$ cat src/verilog/mem_resp_pkg.sv
`default_nettype none

package mem_resp_pkg;

	// ==================================================
	// Sizes
	// ==================================================

	// Hardware threads sharing the memory return path
	localparam int NTHREADS = 4;

	// Architectural registers per thread
	localparam int NREGS = 64;

	// Width of one load response
	localparam int DATA_W = 64;

	// Number of queued responses between capture and writeback
	localparam int FIFO_DEPTH = 16;

	// Width of the saturating overflow drop counter
	localparam int DROP_W = 8;

	// ==================================================
	// Vector types
	// ==================================================

	// Hardware thread number
	typedef logic [$clog2(NTHREADS)-1:0] thread_t;

	// One bit per thread, used by the rollback mask
	typedef logic [NTHREADS-1:0] thread_mask_t;

	// Destination register number inside one thread
	typedef logic [$clog2(NREGS)-1:0] reg_idx_t;

	// Load data returned by memory
	typedef logic [DATA_W-1:0] data_t;

	// One pending bit per register of a single thread
	typedef logic [NREGS-1:0] reg_bitmap_t;

	// Pending rows of all threads, indexed by thread number
	typedef reg_bitmap_t [NTHREADS-1:0] pending_t;

	// Queue occupancy, needs to reach FIFO_DEPTH itself
	typedef logic [$clog2(FIFO_DEPTH+1)-1:0] fifo_cnt_t;

	// Count of responses lost to a full queue
	typedef logic [DROP_W-1:0] drop_cnt_t;

	// ==================================================
	// Response record
	// ==================================================

	// The v bit is meaningful only once the entry sits in the queue.
	// A rollback clears it in place so the drain stage can skip the entry
	typedef struct packed {
		logic     v;
		thread_t  thread;
		reg_idx_t tgt;
		data_t    data;
	} mem_resp_t;

endpackage

`default_nettype wire

$ cat src/verilog/resp_capture.sv
`timescale 1ns/1ps
`default_nettype none

module resp_capture (
	input  wire                          clk,
	input  wire                          rst,
	input  wire                          mem_valid,
	input  wire mem_resp_pkg::mem_resp_t mem_resp,
	input  wire mem_resp_pkg::thread_mask_t rollback,
	input  wire                          full,
	output logic                         push,
	output mem_resp_pkg::mem_resp_t      push_resp,
	output logic                         overflow,
	output mem_resp_pkg::drop_cnt_t      drop_count
);

	// ==================================================
	// Staging register
	// ==================================================

	// Staged response is present and passed the arrival screen
	logic stage_valid;
	// Payload of the staged response
	mem_resp_pkg::mem_resp_t stage_resp;
	// Staged response also passes the rollback screen in the push cycle
	logic stage_live;

	// Memory cannot be stalled, so a new strobe simply replaces the stage.
	// A thread that is being rolled back while its data arrives is screened here
	always_ff @(posedge clk) begin
		if (rst) begin
			stage_valid <= 1'b0;
		end else begin
			stage_valid <= mem_valid && !rollback[mem_resp.thread];
		end
	end

	// Payload only moves when something arrives
	always_ff @(posedge clk) begin
		if (mem_valid) begin
			stage_resp <= mem_resp;
		end
	end

	// The second screen catches a rollback that lands one cycle after arrival
	assign stage_live = stage_valid && !rollback[stage_resp.thread];

	// ==================================================
	// Push into the queue
	// ==================================================

	// The queue trusts this stage to never push while full
	assign push = stage_live && !full;

	// The incoming v field is ignored; every pushed entry starts out valid
	always_comb begin
		push_resp = stage_resp;
		push_resp.v = 1'b1;
	end

	// Overflow bookkeeping.
	// Only a live response lost to a full queue counts and rollback drops are silent
	always_ff @(posedge clk) begin
		if (rst) begin
			overflow <= 1'b0;
			drop_count <= '0;
		end else if (stage_live && full) begin
			overflow <= 1'b1;
			// Counter holds at its maximum
			if (drop_count != '1) begin
				drop_count <= drop_count + 1'b1;
			end
		end
	end

	// A rolled-back thread must never reach the queue
	a_no_push_rolled_back: assert property (@(posedge clk) disable iff (rst)
		push |-> !rollback[push_resp.thread]);

endmodule

`default_nettype wire

$ cat src/verilog/mem_resp_fifo.sv
`timescale 1ns/1ps
`default_nettype none

module mem_resp_fifo (
	input  wire                          clk,
	input  wire                          rst,
	input  wire                          push,
	input  wire mem_resp_pkg::mem_resp_t push_resp,
	input  wire                          pop,
	input  wire mem_resp_pkg::thread_mask_t rollback,
	output mem_resp_pkg::mem_resp_t      head,
	output mem_resp_pkg::fifo_cnt_t      count,
	output logic                         empty,
	output logic                         full,
	output mem_resp_pkg::pending_t       pending
);

	// ==================================================
	// Storage and pointers
	// ==================================================

	// Response storage, small enough to live in distributed memory
	mem_resp_pkg::mem_resp_t mem [mem_resp_pkg::FIFO_DEPTH];

	// Depth is a power of two so the pointers wrap on their own
	logic [$clog2(mem_resp_pkg::FIFO_DEPTH)-1:0] wr_ptr;
	logic [$clog2(mem_resp_pkg::FIFO_DEPTH)-1:0] rd_ptr;

	// Storage update.
	// Every stored entry is screened against the rollback mask each cycle,
	// whether or not it is still between the pointers
	always_ff @(posedge clk) begin
		for (int i = 0; i < mem_resp_pkg::FIFO_DEPTH; i++) begin
			if (rollback[mem[i].thread]) begin
				mem[i].v <= 1'b0;
			end
		end
		// The new entry overrides the loop above for its own slot
		if (push) begin
			mem[wr_ptr] <= push_resp;
			mem[wr_ptr].v <= push_resp.v && !rollback[push_resp.thread];
		end
	end

	// Pointers advance independently so push and pop can share a cycle
	always_ff @(posedge clk) begin
		if (rst) begin
			wr_ptr <= '0;
			rd_ptr <= '0;
		end else begin
			if (push) begin
				wr_ptr <= wr_ptr + 1'b1;
			end
			if (pop) begin
				rd_ptr <= rd_ptr + 1'b1;
			end
		end
	end

	// First-word fall-through view of the oldest entry
	assign head = mem[rd_ptr];

	// ==================================================
	// Occupancy
	// ==================================================

	// The separate count tells a full queue from an empty one
	always_ff @(posedge clk) begin
		if (rst) begin
			count <= '0;
		end else begin
			case ({push, pop})
				2'b10: count <= count + 1'b1;
				2'b01: count <= count - 1'b1;
				default: count <= count;
			endcase
		end
	end

	assign empty = (count == '0);
	assign full = (count == mem_resp_pkg::FIFO_DEPTH);

	// ==================================================
	// Pending register bitmaps
	// ==================================================

	// Later assignments win, so the order below encodes the priority:
	// pop clears, a push of the same register sets it again,
	// and a rollback zeroes the whole row over both
	always_ff @(posedge clk) begin
		if (rst) begin
			pending <= '0;
		end else begin
			if (pop) begin
				pending[head.thread][head.tgt] <= 1'b0;
			end
			if (push) begin
				pending[push_resp.thread][push_resp.tgt] <= 1'b1;
			end
			for (int t = 0; t < mem_resp_pkg::NTHREADS; t++) begin
				if (rollback[t]) begin
					pending[t] <= '0;
				end
			end
		end
	end

	// The capture stage owns the full check
	a_no_push_full: assert property (@(posedge clk) disable iff (rst)
		push |-> !full);

	// The drain stage only pops a non-empty queue
	a_no_pop_empty: assert property (@(posedge clk) disable iff (rst)
		pop |-> !empty);

	a_count_bound: assert property (@(posedge clk) disable iff (rst)
		count <= mem_resp_pkg::FIFO_DEPTH);

endmodule

`default_nettype wire

$ cat src/verilog/resp_writeback.sv
`timescale 1ns/1ps
`default_nettype none

module resp_writeback (
	input  wire                          clk,
	input  wire                          rst,
	input  wire mem_resp_pkg::mem_resp_t head,
	input  wire                          empty,
	input  wire                          wb_hold,
	input  wire mem_resp_pkg::thread_mask_t rollback,
	output logic                         pop,
	output logic                         wb_valid,
	output mem_resp_pkg::thread_t        wb_thread,
	output mem_resp_pkg::reg_idx_t       wb_tgt,
	output mem_resp_pkg::data_t          wb_data
);

	// ==================================================
	// Drain control
	// ==================================================

	// Head entry is popped and turns into a register write
	logic keep;

	// One entry per cycle unless the register-file port is taken.
	// Invalidated entries are popped too but produce no write
	assign pop = !empty && !wb_hold;

	// The queue clears v one edge after a rollback, so a rollback in this
	// very cycle is checked here directly
	assign keep = pop && head.v && !rollback[head.thread];

	// ==================================================
	// Writeback register
	// ==================================================

	// Strobe is high for one cycle per surviving entry
	always_ff @(posedge clk) begin
		if (rst) begin
			wb_valid <= 1'b0;
		end else begin
			wb_valid <= keep;
		end
	end

	// Fields are only meaningful alongside wb_valid
	always_ff @(posedge clk) begin
		if (keep) begin
			wb_thread <= head.thread;
			wb_tgt <= head.tgt;
			wb_data <= head.data;
		end
	end

	// An entry invalidated in the queue must never write the register file
	a_no_wb_invalid: assert property (@(posedge clk) disable iff (rst)
		(pop && !head.v) |=> !wb_valid);

endmodule

`default_nettype wire

$ cat src/verilog/mem_resp_top.sv
`timescale 1ns/1ps
`default_nettype none

module mem_resp_top (
	input  wire                          clk,
	input  wire                          rst,
	input  wire                          mem_valid,
	input  wire mem_resp_pkg::mem_resp_t mem_resp,
	input  wire mem_resp_pkg::thread_mask_t rollback,
	input  wire                          wb_hold,
	output logic                         wb_valid,
	output mem_resp_pkg::thread_t        wb_thread,
	output mem_resp_pkg::reg_idx_t       wb_tgt,
	output mem_resp_pkg::data_t          wb_data,
	output mem_resp_pkg::fifo_cnt_t      count,
	output mem_resp_pkg::pending_t       pending,
	output logic                         full,
	output logic                         overflow,
	output mem_resp_pkg::drop_cnt_t      drop_count
);

	// ==================================================
	// Stage links
	// ==================================================

	// Capture to queue
	logic push;
	mem_resp_pkg::mem_resp_t push_resp;

	// Queue to writeback
	mem_resp_pkg::mem_resp_t head;
	logic empty;
	logic pop;

	// Input side, one cycle of staging
	resp_capture u_capture (
		.clk(clk),
		.rst(rst),
		.mem_valid(mem_valid),
		.mem_resp(mem_resp),
		.rollback(rollback),
		.full(full),
		.push(push),
		.push_resp(push_resp),
		.overflow(overflow),
		.drop_count(drop_count)
	);

	// Queue with rollback invalidation and pending bitmaps
	mem_resp_fifo u_fifo (
		.clk(clk),
		.rst(rst),
		.push(push),
		.push_resp(push_resp),
		.pop(pop),
		.rollback(rollback),
		.head(head),
		.count(count),
		.empty(empty),
		.full(full),
		.pending(pending)
	);

	// Output side, register file writes
	resp_writeback u_writeback (
		.clk(clk),
		.rst(rst),
		.head(head),
		.empty(empty),
		.wb_hold(wb_hold),
		.rollback(rollback),
		.pop(pop),
		.wb_valid(wb_valid),
		.wb_thread(wb_thread),
		.wb_tgt(wb_tgt),
		.wb_data(wb_data)
	);

endmodule

`default_nettype wire

$ cat config.mk
export PLATFORM = sky130hd
export DESIGN_NAME = mem_resp_top
export DESIGN_NICKNAME = d
export VERILOG_FILES = /design/src/verilog/mem_resp_pkg.sv /design/src/verilog/resp_capture.sv /design/src/verilog/mem_resp_fifo.sv /design/src/verilog/resp_writeback.sv /design/src/verilog/mem_resp_top.sv
export SDC_FILE = /design/constraint.sdc
export NUM_CORES = 2
export LEC_CHECK = 0
export CAP_MARGIN = 20
export CORE_UTILIZATION = 35
export CTS_BUF_LIST = sky130_fd_sc_hd__clkbuf_2 sky130_fd_sc_hd__clkbuf_4 sky130_fd_sc_hd__clkbuf_8
export DETAILED_ROUTE_END_ITERATION = 16
export DONT_BUFFER_PORTS = 1
export PLACE_DENSITY_LB_ADDON = 0.15
export SKIP_LAST_GASP = 1
export SLEW_MARGIN = 30
export SYNTH_ARGS = -nofsm -noshare
export SYNTH_HDL_FRONTEND = slang
export SYNTH_SLANG_ARGS = --single-unit
export TNS_END_PERCENT = 20
$ cat constraint.sdc
create_clock -name clk -period 19.9 [get_ports clk]
set_input_delay 1.99 -clock clk [delete_from_list [all_inputs] [get_ports clk]]
set_output_delay 1.99 -clock clk [all_outputs]
set_load 0.005 [all_outputs]
==> impl_results.md <==
- Status: complete, no violations
- Power Dens Cells: 110 nW/µm²
- Site Rows: 152
- H-tree levels: 5
- Worst Tran Pin Value: 0.988 ns
- Die X: 419 µm
- Global-route wire length before repair: 244000 µm
- Max Fclk: 182 MHz
- Worst Hold Class: reg2reg
- CTS clk-pin slew, worst paths: 0.06 ns
- GRT Util Overall: 19.5%
- Setup violations, final: 0
- Final period util: 27.5%
- # nets final: 3306
- Maxcap violations: 0
- Fin Setup TNS: 0 ns
- Final slew viol count: 0
- Vias/cell: 5.55
- Initial antenna violation count: 28
- Die height: 419 µm
- Worst VDD drop: 0.0719 mV
- Final-report hold violation count: 0
- Synth Instances: 3041
- Syn_nets: 3133
- CTS max path bufs: 4
- Cell taking the most area after synthesis: edfxtp_1
- Post-synthesis async set-or-reset flop share: 0%
- Slew headroom: 34.0%
- Worst Skew: 0.0825 ns
- Largest net degree at the start of global routing: 107
- HPWL after DPL: 94400 µm
- CTS-repair resized insts: 0
- Gpl congestion: 0.835
- Vias in the first global route: 33700
- Leakage: 20.8 nW
- Dpl cells: 5230
- # IOs: 425
- Initial Util: 35.3%
- M2 GR Usage: 32.6%
- Top cells by area, synth: edfxtp_1, mux4_2, dfxtp_1, a32o_1, nand3_1
- Initial DRC Count: 2925
- WL per Instance: 30.1 µm
- Count of cell types in the netlist: 58
- Global route hottest layer: met2
- Crit end category: flop
- Remaining global-route overflow: 0
- Post-Route WL: 172000 µm
- Commonest cells after routing, fill and taps aside: edfxtp_1, mux4_2, clkbuf_8, dfxtp_1, a32o_1
- CTS Sinks: 1596
- Crit path DAT: 6.06 ns
- Critical path class: reg2reg
- Commonest non-fill, non-tap cell in the layout: edfxtp_1
- Post-CTS Setup Bufs: 0
- Post-synth EDFFs: 1312
- YS warnings: 0
- Vias: 31700
- Clock root buffer: clkbuf_8
- Post-layout minimum cycle time: 5.48 ns
- Core area: 172000 µm²
- RSZ-0062 raised after global routing: no
- First-pass DRT Iterations: 5
- TritonCTS Buffers: 289
- CTS tree: yes
- Non-Filler Instances: 5707
- Sequential share of the synthesized area: 74.2%
- Grt met1 use: 23.9%
- DRC viols: 0
- CP Max Fanout: 39
- Worst-Skew Late Latency: 1.02 ns
- Synthesized area per cell: 20.0 µm²
- Required @ worst endpoint: 20.48 ns
- Met3 Track Usage GR: 5.95%
- Post-Syn Area: 60800 µm²
- Die area: 175000 µm²
- Area grow syn2layout: 13.7%
- Share of cells above drive strength 1: 29.6%
- Placed inst area: 63700 µm²
- IO buf count: 0
- Yosys top cell area share: 64.8%
- Final antenna-violating net count: 0
- Yosys reg bits: 1596
- Design Area, Final: 69100 µm²
- Ys flop type: edfxtp_1
- Startpoint Class: flop
- Hold_buf cts: 0
-- Yosys cell counts (all sizes together) (16+ instances only) --
cell type	number
buf	95
nand4	18
mux4	372
nor4	29
dfxtp	284
nor2	105
a32o	256
edfxtp	1312
nand3	161
or2	16
nand2	130
clkbuf	119
-- sequential cells by signal, summed over array words and instances (netlist names), named ones only --
name                   cells
u_capture.drop_count       8
u_capture.overflow         1
u_capture.push_resp       72
u_capture.stage_valid      1
u_fifo.count               5
u_fifo.mem              1168
u_fifo.pending           256
u_fifo.rd_ptr              4
u_fifo.wr_ptr              4
u_writeback.wb_data       64
u_writeback.wb_tgt         6
u_writeback.wb_thread      2
u_writeback.wb_valid       1
-- power by group --
part	total [mW]	internal [mW]	switching (mW)
clock network	2.91	1.60	1.31
registers	3.75	3.68	0.0729
logic	0.964	0.452	0.513
total	7.63	5.73	1.90
-- per-stage QoR --
stage	total power [mW]	hold slack [ns]	setup WS [ns]	utilization (%)
after detailed placement	4.80	0.453	13.58	37.1
after floorplan	4.55	0.442	10.84	-
after CTS	7.73	0.467	14.29	40.1
final	7.63	0.463	14.42	40.2
after global placement	4.76	0.469	13.62	36.9
after global routing	7.94	0.498	14.16	40.2
-- worst max-delay path, stage by stage, from the launching register on --
cell and delay (ns):
dfxtp_4 0.64, buf_4 0.79, mux4_2 0.44, nand2_1 0.09, and4_1 0.54, inv_2 0.41, mux4_2 0.43, nor2_4 0.39
buf_4 0.50, buf_4 0.71
-- metal layers --
metal  share of wire (%)  vias to the layer above  wire length, µm
met5               0.028                        -               49
met4                 2.9                        8             5000
met3                 7.7                      399            13200
met2                  50                     1359            85900
met1                  39                    16800            67700
li1                    -                    13100                -
-- cell families after synthesis --
group / count (synthesis) / share of synthesized area [%]
AOI/OAI and AO/OA: 294 / 5.01
and+or+nand+nor: 504 / 4.44
adders and majority gates: 11 / 0.239
buffers and inverters: 229 / 1.77
xor gates and xnor gates: 17 / 0.245
DFF: 1596 / 74.2
muxes: 390 / 14.1
-- layout make-up --
| type | instances | area (µm²) |
|---|---|---|
| Clock buffer | 385 | 4790 |
| Timing Repair Buffer | 96 | 898 |
| Antenna cell | 4 | 10.0 |
| Clock inverter | 85 | 492 |
| Multi-Input combinational cell | 1216 | 14800 |
| Sequential cell | 1596 | 45100 |
| Fill cell | 15300 | 103000 |
| Tap cell | 2310 | 2890 |
| Inverter | 15 | 66.3 |
-- worst paths after layout --
path | slack (ns) | cells past startpoint | endpoint | startpoint
max | 14.42 | 9 | u_writeback.wb_data[57]$_DFFE_PP_ | flop
min | 0.46 | 2 | u_capture.overflow$_SDFFE_PP0P_ | u_capture.overflow$_SDFFE_PP0P_
max reg2reg | 14.42 | 9 | u_writeback.wb_data[57]$_DFFE_PP_ | flop
min reg2reg | 0.46 | 2 | u_capture.overflow$_SDFFE_PP0P_ | u_capture.overflow$_SDFFE_PP0P_
Note: power is estimated with default switching activity, not from simulation.
